--- src/design/rv_consts.svh ---
`ifndef RV_CONSTS_SVH
`define RV_CONSTS_SVH

// datapath and address width
`define XLEN        32

// memory depths, in 32-bit words
`define IMEM_WORDS  64
`define DMEM_WORDS  64

// first fetch address out of reset
`define RESET_PC    32'h0000_0000

// rv32i major opcodes
`define OP_LUI      7'b0110111
`define OP_AUIPC    7'b0010111
`define OP_JAL      7'b1101111
`define OP_JALR     7'b1100111
`define OP_BRANCH   7'b1100011
`define OP_LOAD     7'b0000011
`define OP_STORE    7'b0100011
`define OP_IMM      7'b0010011
`define OP_REG      7'b0110011

`endif

--- src/design/rv_pkg.sv ---
`default_nettype none

package rv_pkg;

    typedef struct packed {
        logic [6:0] funct7;
        logic [4:0] rs2;
        logic [4:0] rs1;
        logic [2:0] funct3;
        logic [4:0] rd;
        logic [6:0] opcode;
    } r_fmt_t;

    typedef struct packed {
        logic [11:0] imm_11_0;
        logic [4:0]  rs1;
        logic [2:0]  funct3;
        logic [4:0]  rd;
        logic [6:0]  opcode;
    } i_fmt_t;

    typedef struct packed {
        logic [6:0] imm_11_5;
        logic [4:0] rs2;
        logic [4:0] rs1;
        logic [2:0] funct3;
        logic [4:0] imm_4_0;
        logic [6:0] opcode;
    } s_fmt_t;

    typedef struct packed {
        logic       imm_12;
        logic [5:0] imm_10_5;
        logic [4:0] rs2;
        logic [4:0] rs1;
        logic [2:0] funct3;
        logic [3:0] imm_4_1;
        logic       imm_11;
        logic [6:0] opcode;
    } b_fmt_t;

    typedef struct packed {
        logic [19:0] imm_31_12;
        logic [4:0]  rd;
        logic [6:0]  opcode;
    } u_fmt_t;

    typedef struct packed {
        logic       imm_20;
        logic [9:0] imm_10_1;
        logic       imm_11;
        logic [7:0] imm_19_12;
        logic [4:0] rd;
        logic [6:0] opcode;
    } j_fmt_t;

    // one instruction word, seen through each encoding format
    typedef union packed {
        r_fmt_t r;
        i_fmt_t i;
        s_fmt_t s;
        b_fmt_t b;
        u_fmt_t u;
        j_fmt_t j;
    } instr_u;

    typedef enum logic [3:0] {
        ALU_ADD,
        ALU_SUB,
        ALU_SLL,
        ALU_SLT,
        ALU_SLTU,
        ALU_XOR,
        ALU_SRL,
        ALU_SRA,
        ALU_OR,
        ALU_AND,
        ALU_COPY_B
    } alu_op_e;

endpackage

`default_nettype wire

--- src/design/fetch_stage.sv ---
`default_nettype none
`include "rv_consts.svh"

module fetch_stage (
    input  logic             clk_i,
    input  logic             rst_n_i,
    input  logic             imem_we_i,
    input  logic [`XLEN-1:0] imem_addr_i,
    input  logic [`XLEN-1:0] imem_wdata_i,
    input  logic             redirect_i,
    input  logic [`XLEN-1:0] redirect_pc_i,
    output logic             if_valid_o,
    output logic [`XLEN-1:0] if_pc_o,
    output rv_pkg::instr_u   if_instr_o
);

    localparam int IMEM_AW = $clog2(`IMEM_WORDS);

    logic [`XLEN-1:0]   pc_q;
    logic [`XLEN-1:0]   imem [`IMEM_WORDS];
    logic [IMEM_AW-1:0] fetch_idx;
    logic [IMEM_AW-1:0] load_idx;

    // word addressed, byte offset dropped
    assign fetch_idx = pc_q[IMEM_AW+1:2];
    assign load_idx  = imem_addr_i[IMEM_AW+1:2];

    // program load port
    always_ff @(posedge clk_i) begin
        if (imem_we_i) begin
            imem[load_idx] <= imem_wdata_i;
        end
    end

    // pc and if/id valid
    always_ff @(posedge clk_i or negedge rst_n_i) begin
        if (!rst_n_i) begin
            pc_q       <= `RESET_PC;
            if_valid_o <= 1'b0;
        end else if (redirect_i) begin
            // word under fetch this cycle is on the wrong path
            pc_q       <= redirect_pc_i;
            if_valid_o <= 1'b0;
        end else begin
            pc_q       <= pc_q + `XLEN'd4;
            if_valid_o <= 1'b1;
        end
    end

    // if/id payload
    always_ff @(posedge clk_i) begin
        if_pc_o    <= pc_q;
        if_instr_o <= imem[fetch_idx];
    end

    // a bad jalr or branch target from execute lands here
    a_pc_aligned: assert property (
        @(posedge clk_i) disable iff (!rst_n_i)
        pc_q[1:0] == 2'b00
    );

endmodule

`default_nettype wire

--- config.mk ---
export PLATFORM = sky130hd
export DESIGN_NAME = fetch_stage
export DESIGN_NICKNAME = d
export VERILOG_FILES = /design/src/design/rv_pkg.sv /design/src/design/fetch_stage.sv
export VERILOG_INCLUDE_DIRS = /design/src /design/src/design
export SDC_FILE = /design/constraint.sdc
export NUM_CORES = 2
export LEC_CHECK = 0
export BUFFER_PORTS_ARGS = -buffer_cell sky130_fd_sc_hd__buf_2
export CAP_MARGIN = 20
export CORE_ASPECT_RATIO = 1.25
export CORE_MARGIN = 8
export CORE_UTILIZATION = 30
export CTS_BUF_LIST = sky130_fd_sc_hd__clkbuf_16
export DETAILED_ROUTE_END_ITERATION = 8
export GPL_TIMING_DRIVEN = 0
export HOLD_SLACK_MARGIN = 0.08
export PLACE_DENSITY = 0.53
export REMOVE_ABC_BUFFERS = 1
export SLEW_MARGIN = 20
export SYNTH_ARGS = -nofsm -noshare
export SYNTH_HDL_FRONTEND = slang
export SYNTH_SLANG_ARGS = --single-unit
--- constraint.sdc ---
create_clock -name clk_i -period 2.6 [get_ports clk_i]
set_clock_uncertainty 0.05 [all_clocks]
set_input_delay 0.52 -clock clk_i [delete_from_list [all_inputs] [get_ports clk_i]]
set_output_delay 0.52 -clock clk_i [all_outputs]
set_load 0.05 [all_outputs]
==> flow_summary.ini <==
[finish]
layout-drive-gt1-share_pct = 36.3
fillCellCount = 24000
fin_nets = 4335
postLayoutCoreUtil_pct = 37.8
most-common-layout-cells = edfxtp_1, mux4_2, clkbuf_16
final_common_cell = edfxtp_1
finalInstanceArea_mm2 = 0.102
fin_cells = 7976
area.growth.synth_to_final_pct = 25.2

[global_route]
grt_first_pass_wirelength_um = 327000
grt_pass1_vias = 42000
grt_max_degree = 65
antenna_found_initial = 23
grt_remaining_overflow = 0
grt_util_all_layers_pct = 15.8

[setup_path]
crit_chain = buf_16, buf_16, buf_16, buf_12, mux4_2, o22ai_2, or4_4, a211oi_4
reg2reg_to = if_instr_o[15]
worstPathMaxFanout = 7
ff2ff_path_depth = 8
crit_path_end_kind = register
startpoint_type = register
critPathKind = reg2reg
critical_path.slowest_cell = or4_4
critical_path.max_stage_delay_ps = 600
cp_data_required_time_ps = 3220
cp_common_cell = buf_16
r2r_start = pc_q[2]
r2r_setup_slack_ps = -340
arrival_ps = 3560

[sta]
layout_worst_path_cycle_share_pct = 113
fmax_ghz = 0.340
slew_viol_final = 0
layout_min_cycle_time_ps = 2940
setup-violations-final = 32
fin_ws_ps = -341
maxSlewHeadroom_pct = 26.1
rsz0062_at_grt = true
timing.hold.ws_ps = 163
timing_hold_violations_final = 0
tightest_slew_ps = 1110

[detailed_routing]
routed_wl_um = 233000
antenna_left = 0
dr.pass1.iters = 5
viasPerCell = 5.10
num_vias = 40700
wl_per_cell_um = 29.2
drc = 0
drt_iter0_drc = 3826

[clock_network]
cts_tree = done
clock_sinks = 2145
path_clk_slew_ps = 60
cts-buffers-inserted = 212
htree_num_levels = 4
clock_path_buffers = 3
cts_root_buf = clkbuf_16
worst_skew_pair.late_latency_ps = 860

[place]
dpl.cell_count = 7338
portBuffers = 138
gp_congestion = 0.734
dp.final_hpwl_um = 139000
dpl_cell_area_mm2 = 0.0899

[logic_synthesis]
synth_seq_cells = 2145
yosysWarnings = 0
ys_seq_area_share_pct = 78.4
synth_top_area_share_pct = 75.8
synth_cell_type_count = 55
synth_edf_count = 2048
synthCells = 3664
synthArstFlopShare_pct = 1.54
synth.avg_cell_area_um2 = 22.1
synth_area_mm2 = 0.0811
synthTopCellsByArea = edfxtp_1, mux4_2, dfxtp_1
yosysTopAreaCell = edfxtp_1
synthFlopType = edfxtp_1

[run]
maxCapViolCount = 0

[worst_hold_path]
hold_path.class = in2reg
hold_end = imem[57][23]
hold_depth = 1
min-delay-start = imem_wdata_i[23]

[floorplan]
fp.dieH_um = 597
coreArea_mm2 = 0.269
die_width_um = 481
dieArea_mm2 = 0.287
fp-row-count = 213
ioPinCount = 165
start_util_pct = 30.1

[power_and_ir_drop]
p_total_mw = 80.1
power_density_mw_per_mm2 = 788
max-vdd-ir-drop_mv = 0.560
p_leak_nw = 32.5

[outcome]
violations = negative setup slack
status = complete, but fails checks
layer usage:
metal	global-route usage, %	wire length (µm)	vias to the layer above
met1	20.5	93300	22200
met3	3.28	16200	369
met2	26.7	116000	1470
met5	0	41	-
met4	5.08	7410	6
li1	-	-	16700
worst max-delay path: cells and delay by family, from the launching register on:
family | cells | cell delay, ps
buf+inv | 4 | 610
compound gates | 2 | 590
mux | 1 | 340
flops | 1 | 520
simple gates | 1 | 600
what timing repair did:
action,4_1_cts,5_1_grt
gates cloned,45,2
hold buffers,33,1
hold endpoints to repair,65,18
pin swaps,54,39
resized for setup,235,102
setup buffers,111,43
setup endpoints to repair,40,36
kinds of logic (layout without fill, tap and decap cells):
| kind of cell | count (synthesis) | in the layout | synth area share, % |
|---|---|---|---|
| buffers and inverters | 198 | 953 | 1.44 |
| AO/OA/AOI/OAI | 269 | 269 | 2.27 |
| AND/OR/NAND/NOR | 404 | 404 | 2.38 |
| adder cells (fa/ha/maj) | 1 | 1 | 0.0154 |
| other | 0 | 10 | 0 |
| XOR/XNOR | 26 | 26 | 0.281 |
| flip-flops | 2145 | 2145 | 78.4 |
| multiplexers | 621 | 621 | 15.2 |
cells in the mapped netlist (all sizes together) (5+ instances only):
master and instances:
nor3 36, o21ai 59, a211oi 27, a221o 5, a22oi 31, o221ai 16, nand4 13, dfxtp 64
a32o 11, mux4 487, and2 16, edfxtp 2048, nor4 25, dfrtp 33, a32oi 5, nand2 155
a21oi 16, buf 136, or4 10, nor2 77, o22ai 70, xnor2 13, nand3 31, nand2b 8
clkbuf 59, mux2 37, a221oi 27, xor2 13, and3 6, or3 5, nor2b 9, mux2i 97
registers in the layout, summed over array words and instances (netlist names):
signal and flops:
if_valid_o 1, if_pc_o 32, pc_q 32, imem 2048, if_instr_o 32
power breakdown:
group | switching, mW | internal, mW | leakage [nW]
sequential | 0.214 | 38.3 | 19.4
clock | 13.1 | 16.7 | 3.53
combinational | 6.76 | 5.04 | 9.64
total | 20.0 | 60.1 | 32.5
metrics by stage:
stage	TNS, ps	setup slack, ps
2_1_floorplan	-1444050	-18690
5_1_grt	-7280	-331
4_1_cts	-7510	-365
6_report	-6170	-341
3_3_place_gp	-7198670	-36900
3_5_place_dp	-394250	-2130
cell type report:
type                       instances  area, µm²  area share [%]
antenna                           10       25.0          0.0246
clock buffer                     217       5430            5.34
clock inverter                   182       1270            1.25
inverter                           3       21.3          0.0209
multi-input combinational       1321      18400            18.1
sequential                      2145      63600            62.6
tap                             3547       4440            4.37
timing repair buffer             551       8380            8.25
how the worst max path moves through the flow:
| stage | start | depth (start not counted) | endpoint |
|---|---|---|---|
| after detailed placement | pc_q[3] | 8 | if_instr_o[30] |
| after floorplan | pc_q[2] | 4 | if_instr_o[14] |
| after global placement | pc_q[2] | 4 | if_instr_o[26] |
| after global routing | pc_q[2] | 8 | if_instr_o[15] |
| after CTS | pc_q[2] | 8 | if_instr_o[15] |
| final | pc_q[2] | 8 | if_instr_o[15] |
(Power assumes the default switching activity.)
