File: src/design/rv_consts.svh
`ifndef RV_CONSTS_SVH
`define RV_CONSTS_SVH

// datapath and address width
`define XLEN        32

// memory depths, in 32-bit words
`define IMEM_WORDS  64
`define DMEM_WORDS  64

// first fetch address out of reset
`define RESET_PC    32'h0000_0000

// rv32i major opcodes
`define OP_LUI      7'b0110111
`define OP_AUIPC    7'b0010111
`define OP_JAL      7'b1101111
`define OP_JALR     7'b1100111
`define OP_BRANCH   7'b1100011
`define OP_LOAD     7'b0000011
`define OP_STORE    7'b0100011
`define OP_IMM      7'b0010011
`define OP_REG      7'b0110011

`endif

File: src/design/rv_pkg.sv
`default_nettype none

package rv_pkg;

    typedef struct packed {
        logic [6:0] funct7;
        logic [4:0] rs2;
        logic [4:0] rs1;
        logic [2:0] funct3;
        logic [4:0] rd;
        logic [6:0] opcode;
    } r_fmt_t;

    typedef struct packed {
        logic [11:0] imm_11_0;
        logic [4:0]  rs1;
        logic [2:0]  funct3;
        logic [4:0]  rd;
        logic [6:0]  opcode;
    } i_fmt_t;

    typedef struct packed {
        logic [6:0] imm_11_5;
        logic [4:0] rs2;
        logic [4:0] rs1;
        logic [2:0] funct3;
        logic [4:0] imm_4_0;
        logic [6:0] opcode;
    } s_fmt_t;

    typedef struct packed {
        logic       imm_12;
        logic [5:0] imm_10_5;
        logic [4:0] rs2;
        logic [4:0] rs1;
        logic [2:0] funct3;
        logic [3:0] imm_4_1;
        logic       imm_11;
        logic [6:0] opcode;
    } b_fmt_t;

    typedef struct packed {
        logic [19:0] imm_31_12;
        logic [4:0]  rd;
        logic [6:0]  opcode;
    } u_fmt_t;

    typedef struct packed {
        logic       imm_20;
        logic [9:0] imm_10_1;
        logic       imm_11;
        logic [7:0] imm_19_12;
        logic [4:0] rd;
        logic [6:0] opcode;
    } j_fmt_t;

    // one instruction word, seen through each encoding format
    typedef union packed {
        r_fmt_t r;
        i_fmt_t i;
        s_fmt_t s;
        b_fmt_t b;
        u_fmt_t u;
        j_fmt_t j;
    } instr_u;

    typedef enum logic [3:0] {
        ALU_ADD,
        ALU_SUB,
        ALU_SLL,
        ALU_SLT,
        ALU_SLTU,
        ALU_XOR,
        ALU_SRL,
        ALU_SRA,
        ALU_OR,
        ALU_AND,
        ALU_COPY_B
    } alu_op_e;

endpackage

`default_nettype wire

File: src/design/rv_pipe_ifs.sv
`default_nettype none
`include "rv_consts.svh"


// execute to memory
interface ex_mem_if;
    import rv_pkg::*;

    logic             valid;
    logic [`XLEN-1:0] pc;
    instr_u           instr;
    // address for loads and stores, link value for jumps
    logic [`XLEN-1:0] result;
    logic [`XLEN-1:0] store_data;

    modport src (output valid, pc, instr, result, store_data);
    modport dst (input  valid, pc, instr, result, store_data);
endinterface

`default_nettype wire

File: src/design/mem_wb_stage.sv
`default_nettype none
`include "rv_consts.svh"

module mem_wb_stage (
    input  logic             clk_i,
    input  logic             rst_n_i,
    ex_mem_if.dst            ex,
    output logic             wb_wren_o,
    output logic [4:0]       wb_rd_o,
    output logic [`XLEN-1:0] wb_data_o,
    output logic             retire_valid_o,
    output logic [`XLEN-1:0] retire_pc_o,
    output logic [4:0]       retire_rd_o,
    output logic             retire_wren_o,
    output logic [`XLEN-1:0] retire_data_o
);

    import rv_pkg::*;

    localparam int DMEM_AW = $clog2(`DMEM_WORDS);

    logic [`XLEN-1:0]   dmem [`DMEM_WORDS];
    logic [DMEM_AW-1:0] dmem_idx;
    logic               is_load;
    logic               is_store;

    logic               wb_valid_q;
    logic [`XLEN-1:0]   wb_pc_q;
    instr_u             wb_instr_q;
    logic [`XLEN-1:0]   wb_data_q;
    logic               wb_writes_rd;

    assign is_load  = (ex.instr.r.opcode == `OP_LOAD);
    assign is_store = (ex.instr.r.opcode == `OP_STORE);
    assign dmem_idx = ex.result[DMEM_AW+1:2];

    // word store only
    always_ff @(posedge clk_i) begin
        if (ex.valid && is_store) begin
            dmem[dmem_idx] <= ex.store_data;
        end
    end

    always_ff @(posedge clk_i or negedge rst_n_i) begin
        if (!rst_n_i) begin
            wb_valid_q <= 1'b0;
        end else begin
            wb_valid_q <= ex.valid;
        end
    end

    // mem/wb payload, load data picked here
    always_ff @(posedge clk_i) begin
        wb_pc_q    <= ex.pc;
        wb_instr_q <= ex.instr;
        wb_data_q  <= is_load ? dmem[dmem_idx] : ex.result;
    end

    // branches and stores have no rd
    assign wb_writes_rd = (wb_instr_q.r.opcode != `OP_BRANCH) &&
                          (wb_instr_q.r.opcode != `OP_STORE);

    assign wb_rd_o   = wb_instr_q.r.rd;
    assign wb_wren_o = wb_valid_q && wb_writes_rd && (wb_instr_q.r.rd != 5'd0);
    assign wb_data_o = wb_data_q;

    // retire record mirrors the writeback
    assign retire_valid_o = wb_valid_q;
    assign retire_pc_o    = wb_pc_q;
    assign retire_rd_o    = wb_instr_q.r.rd;
    assign retire_wren_o  = wb_wren_o;
    assign retire_data_o  = wb_data_q;

    // address comes from the execute adder
    a_mem_aligned: assert property (
        @(posedge clk_i) disable iff (!rst_n_i)
        (ex.valid && (is_load || is_store)) |-> (ex.result[1:0] == 2'b00)
    );

endmodule

`default_nettype wire

File: src/flat_wrapper.sv
// flat-port wrapper written by rule: the top's interface ports become plain ports
module mem_wb_stage_flat import rv_pkg::*;
  (clk_i, rst_n_i, wb_wren_o, wb_rd_o, wb_data_o, retire_valid_o, retire_pc_o, retire_rd_o, retire_wren_o, retire_data_o, ex_valid, ex_pc, ex_instr, ex_result, ex_store_data);
  ex_mem_if ex_i ();
  input  logic clk_i;
  input  logic rst_n_i;
  output logic wb_wren_o;
  output logic [4:0] wb_rd_o;
  output logic [`XLEN-1:0] wb_data_o;
  output logic retire_valid_o;
  output logic [`XLEN-1:0] retire_pc_o;
  output logic [4:0] retire_rd_o;
  output logic retire_wren_o;
  output logic [`XLEN-1:0] retire_data_o;
  input wire logic [$bits(ex_i.valid)-1:0] ex_valid;
  input wire logic [$bits(ex_i.pc)-1:0] ex_pc;
  input wire logic [$bits(ex_i.instr)-1:0] ex_instr;
  input wire logic [$bits(ex_i.result)-1:0] ex_result;
  input wire logic [$bits(ex_i.store_data)-1:0] ex_store_data;
  assign ex_i.valid = ex_valid;
  assign ex_i.pc = ex_pc;
  assign ex_i.instr = ex_instr;
  assign ex_i.result = ex_result;
  assign ex_i.store_data = ex_store_data;
  mem_wb_stage u_core (.clk_i(clk_i), .rst_n_i(rst_n_i), .ex(ex_i), .wb_wren_o(wb_wren_o), .wb_rd_o(wb_rd_o), .wb_data_o(wb_data_o), .retire_valid_o(retire_valid_o), .retire_pc_o(retire_pc_o), .retire_rd_o(retire_rd_o), .retire_wren_o(retire_wren_o), .retire_data_o(retire_data_o));
endmodule
File: config.mk
export PLATFORM = sky130hd
export DESIGN_NAME = mem_wb_stage_flat
export DESIGN_NICKNAME = d
export VERILOG_FILES = /design/src/design/rv_pkg.sv /design/src/design/rv_pipe_ifs.sv /design/src/design/mem_wb_stage.sv /design/src/flat_wrapper.sv
export VERILOG_INCLUDE_DIRS = /design/src /design/src/design
export SDC_FILE = /design/constraint.sdc
export NUM_CORES = 2
export LEC_CHECK = 0
export ABC_AREA = 1
export BUFFER_PORTS_ARGS = -buffer_cell sky130_fd_sc_hd__buf_2
export CELL_PAD_IN_SITES_DETAIL_PLACEMENT = 0
export CELL_PAD_IN_SITES_GLOBAL_PLACEMENT = 2
export CORE_MARGIN = 2
export CORE_UTILIZATION = 37
export DETAILED_ROUTE_END_ITERATION = 12
export GPL_TIMING_DRIVEN = 0
export PLACE_DENSITY = 0.81
export SETUP_SLACK_MARGIN = 0.5
export SLEW_MARGIN = 15
export SYNTH_ARGS = -nofsm -noshare
export SYNTH_HDL_FRONTEND = slang
export SYNTH_SLANG_ARGS = --single-unit
File: constraint.sdc
create_clock -name clk_i -period 1.2 [get_ports clk_i]
set_input_delay 0.12 -clock clk_i [delete_from_list [all_inputs] [get_ports clk_i]]
set_output_delay 0.12 -clock clk_i [all_outputs]
set_load 0.01 [all_outputs]
==> results.cfg <==
[run_status]
status = complete, but fails checks
violations = hold timing, setup timing

[place]
place_inst = 12100
routabilityCongestion = 0.917
dp_hpwl_microns = 220000
portBuffers = 217

[floorplanning]
core_area_sq_mm = 0.238
dieArea_sq_mm = 0.243
io_pins = 240
rows = 179
die_width_microns = 493
start_util = 0.372
dieHeight_microns = 493

[timing]
slew_violations = 0
fin_ws_ps = -834
whs_ps = -291
finalCritPeriodShare = 1.70
finalHoldViolations = 552
setup_tns_ps = -410540
slew_headroom = 0.230
post-route-min-period_ps = 2030
max_slew.worst_pin.slew_ps = 1160
rsz0062_at_grt = true
skew_ps = 33.2
fmax_mhz = 492
setup-violations-final = 1988

[global_route]
grt_pass1_vias = 60900
antenna_found_initial = 28
grt_pass1_wl_microns = 449000
grtUsageTotal = 0.261
grt_max_degree = 65
grt.overflow.total = 0

[yosys]
synth_simple_gate_area_frac = 0.253
syn_area_sq_mm = 0.0883
synth_edf_count = 2048
synthArstFlopShare = 0.000471
seq_area_frac_synth = 0.714
synth.area.mux_share = 0
synth_cell_types = 25
synth-seq-cells = 2124
yosys_most_used_dff = edfxtp_1
synth_compound_area_frac = 0.00234
synthAdderAreaFrac = 0
synth_warnings = 0
syn_nets = 8761
syn_avg_cell_area_sq_um = 10.2
synth_top_family_by_area = simple AND/OR/NAND/NOR gates
synth-xor-area-share = 0
syn_inst = 8630

[setup_path]
crit_chain = nor4_2 -> a31oi_1 -> buf_4 -> buf_2
critical_path.endpoint = wb_wren_o
timing.rr.start = u_core.dmem[7][2]
cp.depth = 4
end_kind = output pin
r2r_slack_ps = -550
path_class = register to output pin
path_buf_inv = 2
cpLargestDelayFamily = flip-flops
r2r_cells = 12
r2r_end = u_core.retire_data_o[2]
worst_path_max_delay_cell = dfxtp_1
max_stage_delay_ps = 300
crit_path_start = u_core.wb_instr_q[3]
start_kind = register
worstPathArrival_ps = 1910
worstPathRequired_ps = 1080
crit_path_max_fanout = 2

[power]
power_density_mw_per_mm2 = 1470
p_leak_nw = 46.5
peakVddDrop_uv = 1310
power_mw = 164

[clock_tree]
cts_made_buffers = 229
cts_sinks = 2124
worstSkewPairLatency_ps = 900
htree_levels = 4
cts_tree = built
cts-root-buf = clkbuf_16
clockBufferDepth = 3
clkTransAtPathRegs_ps = 60

[detailed_routing]
dr.first_iter.drc_count = 7202
routed_wl_microns = 329000
viasPerCell = 4.96
num_vias = 64500
drt-pass1-iter-count = 5
ant_nets = 0
drc = 0
wl_per_cell_microns = 25.3

[min_path]
hp-class = input port to register

[finish]
fin_util = 0.469
area_growth_pct = 26.2
drive_above_1_share = 0.184
nets = 9756
final_cells = 13000

[job]
maxCapViolCount = 0
[stage by stage]
step | setup slack [ps] | area, sq um
2_1_floorplan | -1050 | 88900
3_3_place_gp | -4250 | 93900
3_5_place_dp | -2690 | 96700
4_1_cts | -852 | 109000
5_1_grt | -946 | 111000
6_report | -834 | 111000
[layout by cell type, fill, tap and decap left out, drive strengths merged, types with 16 or more instances in the layout]
cell type and instances:
clkinvlp 16, o21ai 17, dlygate4sd3 136, buf 949, nand3 67, nand2 5645, clkbuf 446, inv 94
dfxtp 75, nor2 156, a21oi 20, bufinv 19, edfxtp 2048, or2 29, clkinv 92
[area by class of cell]
type	count	area [sq um]
Clock inverter	127	1250
Fill cell	21600	126000
Multi-Input combinational cell	5947	24900
Timing Repair Buffer	760	9030
Antenna cell	8	20.0
Tap cell	3167	3960
Inverter	94	389
Clock buffer	303	6200
Sequential cell	2124	63100
Buffer	469	2680
[worst min-delay path by stage]
stage                      startpoint               endpoint  cells past startpoint
finish              ex_store_data[14]    u_core.dmem[10][14]                      1
global route        ex_store_data[23]    u_core.dmem[50][23]                      1
CTS                 ex_store_data[23]    u_core.dmem[50][23]                      1
detailed placement            rst_n_i  u_core.retire_valid_o                      1
global placement              rst_n_i  u_core.retire_valid_o                      1
floorplan                     rst_n_i  u_core.retire_valid_o                      0
[worst reg2reg max path: cells and delay by family, from the launching register on]
kind	cells	cell delay (ps)
flip-flops	1	360
AND/OR/NAND/NOR	11	1250
buffers and inverters	1	40
[cells by family after synthesis]
group	after synthesis
AOI/OAI and AO/OA	40
buffers and inverters	563
DFF	2124
and+or+nand+nor	5903
[power by group]
group | total [mW] | internal [mW] | switching [mW]
Clock | 70.4 | 40.3 | 30.1
Sequential | 81.4 | 81.4 | 0.0604
Combinational | 12.1 | 3.27 | 8.85
[synth_stat cells, types with 20 or more instances]
library cell / number / area (sq um)
or2_2: 26 / 163
buf_4: 75 / 563
clkbuf_1: 121 / 454
dfxtp_1: 75 / 1500
nand2_1: 5645 / 21200
nand3_1: 67 / 335
buf_1: 30 / 113
inv_1: 87 / 327
a21oi_1: 20 / 100
nor2_1: 152 / 571
edfxtp_1: 2048 / 61500
buf_2: 238 / 1190
[timing repair]
item | in CTS | in global routing
buffers inserted | 171 | 81
hold buffers | 134 | 2
setup endpoints to repair | 2189 | 2334
gates cloned | 17 | 24
hold endpoints to repair | 1569 | 750
resized for setup | 334 | 379
pin swaps | 90 | 107
[flip-flops by register name (all words and copies together), names as in the netlist]
| signal | count |
|---|---|
| u_core.dmem | 2048 |
| u_core.retire_data_o | 32 |
| u_core.retire_pc_o | 32 |
| u_core.retire_valid_o | 1 |
| u_core.wb_instr_q | 11 |
[routing by layer]
metal,share of wire,global-route usage,vias up,wire length (microns)
met3,0.078,0.0426,633,25600
li1,-,-,29900,-
met4,0.047,0.103,8,15400
met5,0.00060,0,-,198
met1,0.40,0.340,31300,131000
met2,0.48,0.436,2678,157000
No activity file was read; power rests on OpenSTA's default activity.
