$ cat config.mk
export PLATFORM = sky130hd
export DESIGN_NAME = execute_stage_flat
export DESIGN_NICKNAME = d
export VERILOG_FILES = /design/src/design/rv_pkg.sv /design/src/design/rv_pipe_ifs.sv /design/src/design/execute_stage.sv /design/src/flat_wrapper.sv
export VERILOG_INCLUDE_DIRS = /design/src /design/src/design
export SDC_FILE = /design/constraint.sdc
export NUM_CORES = 1
export LEC_CHECK = 0
export ABC_AREA = 1
export CAP_MARGIN = 20
export CORE_MARGIN = 10
export CORE_UTILIZATION = 40
export CTS_BUF_LIST = sky130_fd_sc_hd__clkbuf_4 sky130_fd_sc_hd__clkbuf_8 sky130_fd_sc_hd__clkbuf_16
export CTS_CLUSTER_SIZE = 16
export DETAILED_ROUTE_END_ITERATION = 8
export DONT_BUFFER_PORTS = 1
export PLACE_DENSITY_LB_ADDON = 0.15
export REMOVE_ABC_BUFFERS = 1
export SYNTH_ARGS = -nofsm -noshare
export SYNTH_HDL_FRONTEND = slang
export SYNTH_SLANG_ARGS = --single-unit
$ cat constraint.sdc
create_clock -name clk_i -period 5.6 [get_ports clk_i]
set_input_delay 1.12 -clock clk_i [delete_from_list [all_inputs] [get_ports clk_i]]
set_output_delay 1.12 -clock clk_i [all_outputs]
set_load 0.005 [all_outputs]
$ cat src/design/rv_consts.svh
`ifndef RV_CONSTS_SVH
`define RV_CONSTS_SVH

// datapath and address width
`define XLEN        32

// memory depths, in 32-bit words
`define IMEM_WORDS  64
`define DMEM_WORDS  64

// first fetch address out of reset
`define RESET_PC    32'h0000_0000

// rv32i major opcodes
`define OP_LUI      7'b0110111
`define OP_AUIPC    7'b0010111
`define OP_JAL      7'b1101111
`define OP_JALR     7'b1100111
`define OP_BRANCH   7'b1100011
`define OP_LOAD     7'b0000011
`define OP_STORE    7'b0100011
`define OP_IMM      7'b0010011
`define OP_REG      7'b0110011

`endif

$ cat src/design/rv_pkg.sv
`default_nettype none

package rv_pkg;

    typedef struct packed {
        logic [6:0] funct7;
        logic [4:0] rs2;
        logic [4:0] rs1;
        logic [2:0] funct3;
        logic [4:0] rd;
        logic [6:0] opcode;
    } r_fmt_t;

    typedef struct packed {
        logic [11:0] imm_11_0;
        logic [4:0]  rs1;
        logic [2:0]  funct3;
        logic [4:0]  rd;
        logic [6:0]  opcode;
    } i_fmt_t;

    typedef struct packed {
        logic [6:0] imm_11_5;
        logic [4:0] rs2;
        logic [4:0] rs1;
        logic [2:0] funct3;
        logic [4:0] imm_4_0;
        logic [6:0] opcode;
    } s_fmt_t;

    typedef struct packed {
        logic       imm_12;
        logic [5:0] imm_10_5;
        logic [4:0] rs2;
        logic [4:0] rs1;
        logic [2:0] funct3;
        logic [3:0] imm_4_1;
        logic       imm_11;
        logic [6:0] opcode;
    } b_fmt_t;

    typedef struct packed {
        logic [19:0] imm_31_12;
        logic [4:0]  rd;
        logic [6:0]  opcode;
    } u_fmt_t;

    typedef struct packed {
        logic       imm_20;
        logic [9:0] imm_10_1;
        logic       imm_11;
        logic [7:0] imm_19_12;
        logic [4:0] rd;
        logic [6:0] opcode;
    } j_fmt_t;

    // one instruction word, seen through each encoding format
    typedef union packed {
        r_fmt_t r;
        i_fmt_t i;
        s_fmt_t s;
        b_fmt_t b;
        u_fmt_t u;
        j_fmt_t j;
    } instr_u;

    typedef enum logic [3:0] {
        ALU_ADD,
        ALU_SUB,
        ALU_SLL,
        ALU_SLT,
        ALU_SLTU,
        ALU_XOR,
        ALU_SRL,
        ALU_SRA,
        ALU_OR,
        ALU_AND,
        ALU_COPY_B
    } alu_op_e;

endpackage

`default_nettype wire

$ cat src/design/rv_pipe_ifs.sv
`default_nettype none
`include "rv_consts.svh"

// decode to execute
interface id_ex_if;
    import rv_pkg::*;

    logic             valid;
    logic [`XLEN-1:0] pc;
    instr_u           instr;
    logic [`XLEN-1:0] rs1_val;
    logic [`XLEN-1:0] rs2_val;
    logic [`XLEN-1:0] imm;

    modport src (output valid, pc, instr, rs1_val, rs2_val, imm);
    modport dst (input  valid, pc, instr, rs1_val, rs2_val, imm);
endinterface

// execute to memory
interface ex_mem_if;
    import rv_pkg::*;

    logic             valid;
    logic [`XLEN-1:0] pc;
    instr_u           instr;
    // address for loads and stores, link value for jumps
    logic [`XLEN-1:0] result;
    logic [`XLEN-1:0] store_data;

    modport src (output valid, pc, instr, result, store_data);
    modport dst (input  valid, pc, instr, result, store_data);
endinterface

`default_nettype wire

$ cat src/design/execute_stage.sv
`default_nettype none
`include "rv_consts.svh"

module execute_stage (
    input  logic             clk_i,
    input  logic             rst_n_i,
    id_ex_if.dst             id,
    ex_mem_if.src            mem,
    output logic             redirect_o,
    output logic [`XLEN-1:0] redirect_pc_o
);

    import rv_pkg::*;

    logic [6:0]       opcode;
    logic [2:0]       funct3;
    logic             funct7_b5;
    logic             is_branch;
    logic             is_jal;
    logic             is_jalr;
    alu_op_e          alu_op;
    logic [`XLEN-1:0] op_a;
    logic [`XLEN-1:0] op_b;
    logic [4:0]       shamt;
    logic [`XLEN-1:0] alu_res;
    logic             br_cond;
    logic [`XLEN-1:0] pc_plus4;
    logic [`XLEN-1:0] branch_target;

    assign opcode    = id.instr.r.opcode;
    assign funct3    = id.instr.r.funct3;
    assign funct7_b5 = id.instr.r.funct7[5];
    assign is_branch = (opcode == `OP_BRANCH);
    assign is_jal    = (opcode == `OP_JAL);
    assign is_jalr   = (opcode == `OP_JALR);

    // pc only feeds the alu for auipc
    assign op_a  = (opcode == `OP_AUIPC) ? id.pc : id.rs1_val;
    assign op_b  = (opcode == `OP_REG) ? id.rs2_val : id.imm;
    assign shamt = op_b[4:0];

    always_comb begin
        alu_op = ALU_ADD;
        if (opcode == `OP_LUI) begin
            alu_op = ALU_COPY_B;
        end else if (opcode == `OP_IMM || opcode == `OP_REG) begin
            case (funct3)
                // sub only exists in the register form
                3'b000:  alu_op = (opcode == `OP_REG && funct7_b5) ? ALU_SUB : ALU_ADD;
                3'b001:  alu_op = ALU_SLL;
                3'b010:  alu_op = ALU_SLT;
                3'b011:  alu_op = ALU_SLTU;
                3'b100:  alu_op = ALU_XOR;
                3'b101:  alu_op = funct7_b5 ? ALU_SRA : ALU_SRL;
                3'b110:  alu_op = ALU_OR;
                default: alu_op = ALU_AND;
            endcase
        end
    end

    always_comb begin
        case (alu_op)
            ALU_ADD:    alu_res = op_a + op_b;
            ALU_SUB:    alu_res = op_a - op_b;
            ALU_SLL:    alu_res = op_a << shamt;
            ALU_SLT:    alu_res = {{(`XLEN-1){1'b0}}, $signed(op_a) < $signed(op_b)};
            ALU_SLTU:   alu_res = {{(`XLEN-1){1'b0}}, op_a < op_b};
            ALU_XOR:    alu_res = op_a ^ op_b;
            ALU_SRL:    alu_res = op_a >> shamt;
            ALU_SRA:    alu_res = $signed(op_a) >>> shamt;
            ALU_OR:     alu_res = op_a | op_b;
            ALU_AND:    alu_res = op_a & op_b;
            default:    alu_res = op_b;
        endcase
    end

    // branch condition on the two register values
    always_comb begin
        case (funct3)
            3'b000:  br_cond = (id.rs1_val == id.rs2_val);
            3'b001:  br_cond = (id.rs1_val != id.rs2_val);
            3'b100:  br_cond = ($signed(id.rs1_val) < $signed(id.rs2_val));
            3'b101:  br_cond = ($signed(id.rs1_val) >= $signed(id.rs2_val));
            3'b110:  br_cond = (id.rs1_val < id.rs2_val);
            3'b111:  br_cond = (id.rs1_val >= id.rs2_val);
            default: br_cond = 1'b0;
        endcase
    end

    assign pc_plus4      = id.pc + `XLEN'd4;
    assign branch_target = id.pc + id.imm;

    assign redirect_o    = id.valid && ((is_branch && br_cond) || is_jal || is_jalr);
    // jalr target is rs1 + imm with bit 0 cleared
    assign redirect_pc_o = is_jalr ? {alu_res[`XLEN-1:1], 1'b0} : branch_target;

    always_ff @(posedge clk_i or negedge rst_n_i) begin
        if (!rst_n_i) begin
            mem.valid <= 1'b0;
        end else begin
            mem.valid <= id.valid;
        end
    end

    always_ff @(posedge clk_i) begin
        mem.pc         <= id.pc;
        mem.instr      <= id.instr;
        mem.result     <= (is_jal || is_jalr) ? pc_plus4 : alu_res;
        mem.store_data <= id.rs2_val;
    end

    // decode flush leaves a bubble behind every redirect
    a_redirect_bubble: assert property (
        @(posedge clk_i) disable iff (!rst_n_i)
        redirect_o |=> !redirect_o
    );

endmodule

`default_nettype wire

$ cat src/flat_wrapper.sv
// flat-port wrapper written by rule: the top's interface ports become plain ports
module execute_stage_flat import rv_pkg::*;
  (clk_i, rst_n_i, redirect_o, redirect_pc_o, id_valid, id_pc, id_instr, id_rs1_val, id_rs2_val, id_imm, mem_valid, mem_pc, mem_instr, mem_result, mem_store_data);
  id_ex_if id_i ();
  ex_mem_if mem_i ();
  input  logic clk_i;
  input  logic rst_n_i;
  output logic redirect_o;
  output logic [`XLEN-1:0] redirect_pc_o;
  input wire logic [$bits(id_i.valid)-1:0] id_valid;
  input wire logic [$bits(id_i.pc)-1:0] id_pc;
  input wire logic [$bits(id_i.instr)-1:0] id_instr;
  input wire logic [$bits(id_i.rs1_val)-1:0] id_rs1_val;
  input wire logic [$bits(id_i.rs2_val)-1:0] id_rs2_val;
  input wire logic [$bits(id_i.imm)-1:0] id_imm;
  output wire logic [$bits(mem_i.valid)-1:0] mem_valid;
  output wire logic [$bits(mem_i.pc)-1:0] mem_pc;
  output wire logic [$bits(mem_i.instr)-1:0] mem_instr;
  output wire logic [$bits(mem_i.result)-1:0] mem_result;
  output wire logic [$bits(mem_i.store_data)-1:0] mem_store_data;
  assign id_i.valid = id_valid;
  assign id_i.pc = id_pc;
  assign id_i.instr = id_instr;
  assign id_i.rs1_val = id_rs1_val;
  assign id_i.rs2_val = id_rs2_val;
  assign id_i.imm = id_imm;
  assign mem_valid = mem_i.valid;
  assign mem_pc = mem_i.pc;
  assign mem_instr = mem_i.instr;
  assign mem_result = mem_i.result;
  assign mem_store_data = mem_i.store_data;
  execute_stage u_core (.clk_i(clk_i), .rst_n_i(rst_n_i), .id(id_i), .mem(mem_i), .redirect_o(redirect_o), .redirect_pc_o(redirect_pc_o));
endmodule
==> summary.txt, run 1 <==
Place
  • HPWL Detailed: ~84000 microns
  • Final Wtd Congestion: 1.08
  • Port bufs: 0
  • Cell total after placement: roughly 4000

STA
  • Slew HR: 42.4%
  • Slew Limit Fails: 0
  • Setup_tns: 0 ps
  • Worst-margin pin slew: about 860 ps
  • Hold Fails Final Rpt: 0
  • RSZ-0062 raised after global routing: true
  • Final setup fails: 0
  • Min cycle time layout: about 5500 ps
  • Final period utilization: 99.1%
  • Maximum clock rate: 180 MHz

Synthesis
  • Yosys Warn Count: 0
  • Top-area cell type share of the netlist area: 19.7%
  • Top post-synthesis cells by area: nand2_1, dfxtp_1, nand3_1
  • Synth Register Bits: 129
  • Synth Area per Inst: 5.65 sq um
  • Area leader, netlist: nand2_1
  • Register area share after synthesis: 14.8%
  • Mapped Cells: 3083
  • Post-synth cell types: 51
  • Mapped Area: 17400 sq um

Global route
  • Pin count of the biggest net entering global routing: 72
  • Met1 Use GR: 45.8%
  • GR Layer Usage met3: 9.44%
  • Initial antenna violation count: 0
  • Vias in the first global route: about 22000
  • GRT met2 Usage: 57.7%
  • Remaining global-route overflow: 0
  • First-pass GRT wire length: 143000 microns
  • Busiest grt layer: met2
  • Total track usage: 36.1%

CTS
  • Num CTS Buffers: 17
  • Clock buffer depth: 2
  • Clock-pin slew on the worst setup and hold paths: about 60 ps
  • CTS H-Tree Depth: 4
  • CTS tree: yes
  • Clk root buf: clkbuf_16
  • CTS Sinks: 129

Floorplanning
  • FP Rows: between 70 and 80
  • Die width: 229 microns
  • Die Y: 229 microns
  • Num ports: ~330
  • Initial core utilization: 40.5%
  • Core Footprint: 43100 sq um
  • DIE AREA: 52300 sq um

Routing
  • Routed Antenna Nets: 0
  • WL per Instance: 25.0 microns
  • DR DRC count: 0
  • Vias: 23393
  • Initial DRC Count: between 3000 and 4000
  • Total routed wirelength: 101000 microns
  • Vias per cell: between 5 and 6
  • Drt pass-1 iters: 6

Critical path
  • WP data required: 4480 ps
  • Worst Setup End Kind: output pin
  • Worst-path maximum fanout: 66
  • Startpoint Class: primary input
  • CP arrival: around 4400 ps
  • CP Class: primary input to output pin

Power
  • Pleak: 12.1 nW
  • Max VDD drop: 233 uV
  • Pwr dens: 190 nW/um^2

Layout
  • Fin cells: 4055
  • Nets: 3787
  • Antenna Cells: 0
  • Reg area: 2590 sq um
  • Layout area overhead: 31.9%
  • Share of post-route cells with drive strength above 1: a little under a quarter
  • Most frequent cells in the layout: nand2_1, nand3_1, buf_4
  • # fillers: about 4500
  • Multi-input gate area: 13800 sq um
  • Most common cell after layout, fill and taps aside: nand2_1

Outcome
  • Outcome: finished, final reports clean

Job
  • Max_cap viols: 0

Min path
  • Hold Path Class: primary input to async pin
-- repair_timing --
item | in CTS | in global routing
hold buffers | 0 | 0
setup endpoints to repair | 22 | 28
cloned | 1 | 5
buffers inserted | 3 | 14
pin swaps | 5 | 48
resized for setup | 39 | 266
-- final timing paths --
kind	slack, ps	cells after the start	from	end
worst max-delay path	50	19	id_instr[6]	redirect_pc_o[14]
worst min-delay path	370	0	rst_n_i	u_core.mem.valid
max in group asynchronous	5160	0	rst_n_i	u_core.mem.valid
min in group clk_i	700	0	id_instr[28]	u_core.mem.instr[28]
-- flip-flops by register name (all words and copies together) (netlist names) --
register and count:
u_core.mem.store_data 32, u_core.mem.result 32, u_core.mem.valid 1, u_core.mem.pc 32, u_core.mem.instr 32
-- synthesized netlist by cell type, drive strengths merged --
cell type	count
o21a	10
buf	65
o211ai	18
clkbuf	51
o221a	1
nor4	8
fa	3
a21oi	167
nand3	493
ha	164
nand2	929
o21ai	181
nand3b	14
xor2	39
inv	381
xnor2	15
a21o	8
a22oi	2
nor2	243
nor3b	4
a31oi	13
and2	1
a221oi	2
o21bai	12
or2	17
nor3	45
a21boi	5
clkinv	5
nand4	41
o221ai	2
o22ai	13
dfrtp	1
dfxtp	128
and3	1
o2111ai	1
-- per-layer routing --
metal | vias up | share of wire (%)
met4 | 0 | 4.4
met5 | - | 0
met2 | 1349 | 44
met3 | 235 | 11
li1 | 10831 | -
met1 | 10978 | 40
-- final cells by class --
cell class | instances | area share (%)
Multi-Input combinational cell | 2452 | 59.9
Timing Repair Buffer | 471 | 16.7
Sequential cell | 129 | 11.3
Inverter | 386 | 6.32
Tap cell | 585 | 3.18
Clock buffer | 19 | 1.94
Clock inverter | 13 | 0.762
-- power breakdown --
group,switching [mW],internal (mW)
Combinational,1.30,0.807
Sequential,0.0581,1.01
Clock,0.464,0.726
-- critical path, cell delays in order --
cell,delay [ps]
clkinvlp_4,100
nand2_4,90
nor2_4,190
nand2_8,130
buf_12,170
nand2_1,130
o21ai_4,110
inv_2,90
buf_4,590
nand4_1,290
nand3_1,150
nand2_1,110
o21ai_1,300
nand2_1,140
nand2_1,190
nor2_1,60
nand2_1,120
nand3_1,120
nand2_2,130
-- per-stage QoR --
step | area [sq um] | utilization, % | hold slack, ps | power [mW] | setup WS, ps
after floorplan | 16800 | - | 824 | 2.08 | -2540
after global placement | 21000 | 48.8 | 824 | 2.96 | -788
after detailed placement | 21000 | 48.8 | 824 | 2.96 | -801
after CTS | 21800 | 50.7 | 346 | 4.17 | -3.84
after global routing | 23000 | 53.4 | 362 | 4.56 | -65.1
final | 23000 | 53.4 | 373 | 4.37 | 52.7
-- cells by family (layout without fill, tap and decap cells) --
group | after synthesis | after routing | share of synthesized area [%]
compound gates | 435 | 435 | 14.0
fa+ha+maj | 167 | 167 | 12.1
buf+inv | 502 | 889 | 11.8
xor+xnor | 54 | 54 | 2.71
flops | 129 | 129 | 14.8
simple gates | 1796 | 1796 | 44.6
Power figures use the tool's default switching activity.
==> run 2, diff against run 1 <==
--- a/config.mk
+++ b/config.mk
@@ -11,10 +11,8 @@
 export CORE_MARGIN = 10
 export CORE_UTILIZATION = 40
 export CTS_BUF_LIST = sky130_fd_sc_hd__clkbuf_4 sky130_fd_sc_hd__clkbuf_8 sky130_fd_sc_hd__clkbuf_16
-export CTS_CLUSTER_SIZE = 16
 export DETAILED_ROUTE_END_ITERATION = 8
 export DONT_BUFFER_PORTS = 1
-export PLACE_DENSITY_LB_ADDON = 0.15
 export REMOVE_ABC_BUFFERS = 1
 export SYNTH_ARGS = -nofsm -noshare
 export SYNTH_HDL_FRONTEND = slang
==> summary.txt, run 2 (same netlist as run 1, synthesis figures left out) <==
Routing
  • Routed Antenna Nets: 0 (unchanged)
  • Drt pass-1 iters: 9 (was 6)
  • WL per Instance: 24.4 microns (was 25.0 microns)
  • DR DRC count: 0 (unchanged)
  • Vias per cell: 5.78 (was 5.77)
  • Vias: 23315 (was 23393)
  • Total routed wirelength: 98600 microns (was 101000 microns)
  • Initial DRC Count: 3101 (was 3171)

Min path
  • Hold Path Class: primary input to async pin (unchanged)

Layout
  • Nets: 3767 (was 3787)
  • # fillers: 4526 (was 4537)
  • Most common cell after layout, fill and taps aside: nand2_1 (unchanged)
  • Most frequent cells in the layout: nand2_1, nand3_1, buf_4 (unchanged)
  • Fin cells: 4035 (was 4055)
  • Multi-input gate area: 13800 sq um (about the same)
  • Layout area overhead: 30.5% (was 31.9%)
  • Final Instance Area: 22800 sq um (was 23000 sq um)
  • Antenna Cells: 0 (unchanged)
  • Reg area: 2590 sq um (unchanged)
  • Final Core Density: 52.8% (was 53.4%)
  • Share of post-route cells with drive strength above 1: 21.5% (was 22.5%)

Power
  • Max VDD drop: 226 uV (was 233 uV)
  • Register share of total power: 24.9% (was 24.4%)
  • Pwr dens: 189 nW/um^2 (was 190 nW/um^2)
  • Switching Fraction: 42.5% (was 41.8%)
  • Pwr Total: 4.29 mW (was 4.37 mW)
  • Comb power frac: 48.9% (was 48.3%)
  • Net Sw Power: 1.82 mW (was 1.83 mW)
  • Clk pwr share: 26.2% (was 27.3%)
  • Pint: 2.47 mW (was 2.54 mW)
  • Pleak: 12.0 nW (was 12.1 nW)

Critical path
  • Worst-path maximum fanout: 20 (was 66)
  • WP data required: 4480 ps (about the same)
  • CP arrival: 4400 ps (was 4430 ps)
  • CP Capture Point: redirect_pc_o[18] (was redirect_pc_o[14])
  • CP Class: primary input to output pin (unchanged)
  • Startpoint Class: primary input (unchanged)
  • Worst Setup End Kind: output pin (unchanged)
  • Crit path from: id_instr[3] (was id_instr[6])

STA
  • RSZ-0062 raised after global routing: true (unchanged)
  • Final setup fails: 0 (unchanged)
  • Min cycle time layout: 5520 ps (was 5550 ps)
  • Hold Fails Final Rpt: 0 (unchanged)
  • Slew HR: 44.2% (was 42.4%)
  • Final period utilization: 98.7% (was 99.1%)
  • Slew Limit Fails: 0 (unchanged)
  • Worst-margin pin slew: 829 ps (was 856 ps)
  • Maximum clock rate: 181 MHz (was 180 MHz)

Global route
  • Pin count of the biggest net entering global routing: 72 (unchanged)
  • Total track usage: 35.4% (was 36.1%)
  • First-pass GRT wire length: 141000 microns (was 143000 microns)
  • Remaining global-route overflow: 0 (unchanged)
  • Initial antenna violation count: 1 (was 0)
  • Vias in the first global route: 21858 (was 21984)

CTS
  • Clock buffer depth: 2 (unchanged)
  • # hold bufs at CTS: 0 (unchanged)
  • Num CTS Buffers: 17 (unchanged)
  • CTS Sinks: 129 (unchanged)
  • Clk root buf: clkbuf_16 (unchanged)
  • CTS H-Tree Depth: 4 (unchanged)
  • CTS tree: yes (unchanged)
  • Clock-pin slew on the worst setup and hold paths: 60 ps (about the same)

Floorplanning
  • Num ports: 325 (unchanged)
  • FP Rows: 76 (unchanged)
  • Initial core utilization: 40.5% (unchanged)
  • Core Footprint: 43100 sq um (unchanged)
  • Die width: 229 microns (unchanged)
  • DIE AREA: 52300 sq um (unchanged)
  • Die Y: 229 microns (unchanged)

Job
  • Max_cap viols: 0 (unchanged)

Place
  • Cell total after placement: 3986 (was 3999)
  • Dpl cell area: 21000 sq um (about the same)
  • Final Wtd Congestion: 1.05 (was 1.08)
  • Port bufs: 0 (unchanged)
  • HPWL Detailed: 82400 microns (was 83900 microns)

Outcome
  • Outcome: finished, final reports clean (unchanged)
## run 2: final cells by class
type / instances / area share (%)
inverters: 386 / 6.38
clock buffers: 18 / 1.90
flip-flops and latches: 129 / 11.4
repair buffers: 450 / 15.8
multi-input cells: 2453 / 60.6
well taps: 585 / 3.22
clock inverters: 14 / 0.676
## run 2: timing repair
| item | in CTS | in global routing |
|---|---|---|
| setup endpoints to repair | 19 | 23 |
| gates cloned | 0 | 2 |
| gates resized for setup | 67 | 204 |
| pin swaps | 9 | 36 |
| setup buffers | 4 | 10 |
## run 2: routing by layer
layer / track usage, % / up-vias / wire [microns]
met5: 0 / - / 13
met4: 14.2 / 2 / 4340
met3: 6.84 / 214 / 10800
met2: 56.1 / 1414 / 43700
met1: 46.2 / 10893 / 39900
li1: - / 10792 / -
## run 2: worst min-delay path by stage
stage | start | to | slack, ps | cells past startpoint
2_1_floorplan | rst_n_i | u_core.mem.valid | 820 | 0
3_3_place_gp | rst_n_i | u_core.mem.valid | 820 | 0
3_5_place_dp | rst_n_i | u_core.mem.valid | 820 | 0
4_1_cts | rst_n_i | u_core.mem.valid | 370 | 0
5_1_grt | rst_n_i | u_core.mem.valid | 370 | 0
6_report | rst_n_i | u_core.mem.valid | 370 | 0
## run 2: metrics by stage
step	setup slack, ps	setup TNS (ps)	hold WS [ps]
CTS	5.50	0	366
global placement	-649	-4800	824
global route	-29.0	-172	366
detailed placement	-622	-5130	824
finish	75.1	0	369
floorplan	-2540	-110050	824
## run 2: critical path, stage by stage
cell and delay, ps:
inv_1 60, nand2_1 80, nor2_2 160, nand2_2 110, buf_12 160, buf_16 170
nand2_1 120, o21ai_4 90, ha_4 310, buf_4 110, nand2_1 110, nor2_4 160
inv_1 120, nor3_4 270, nand3_2 120, nand3_4 130, nand2_1 60, nand2_1 50
o22ai_1 70, nor2_2 200, nand2_1 70, nor2_1 150, nand2_2 150, nand3_1 130
nand2_2 90
## run 2: power groups by stage
stage / sequential, mW / clock (mW) / combinational (mW)
after floorplan: 1.06 / 0 / 1.02
after global placement: 1.09 / 0 / 1.88
after detailed placement: 1.09 / 0 / 1.88
after CTS: 1.07 / 1.13 / 1.92
after global routing: 1.07 / 1.17 / 2.25
final: 1.07 / 1.13 / 2.10
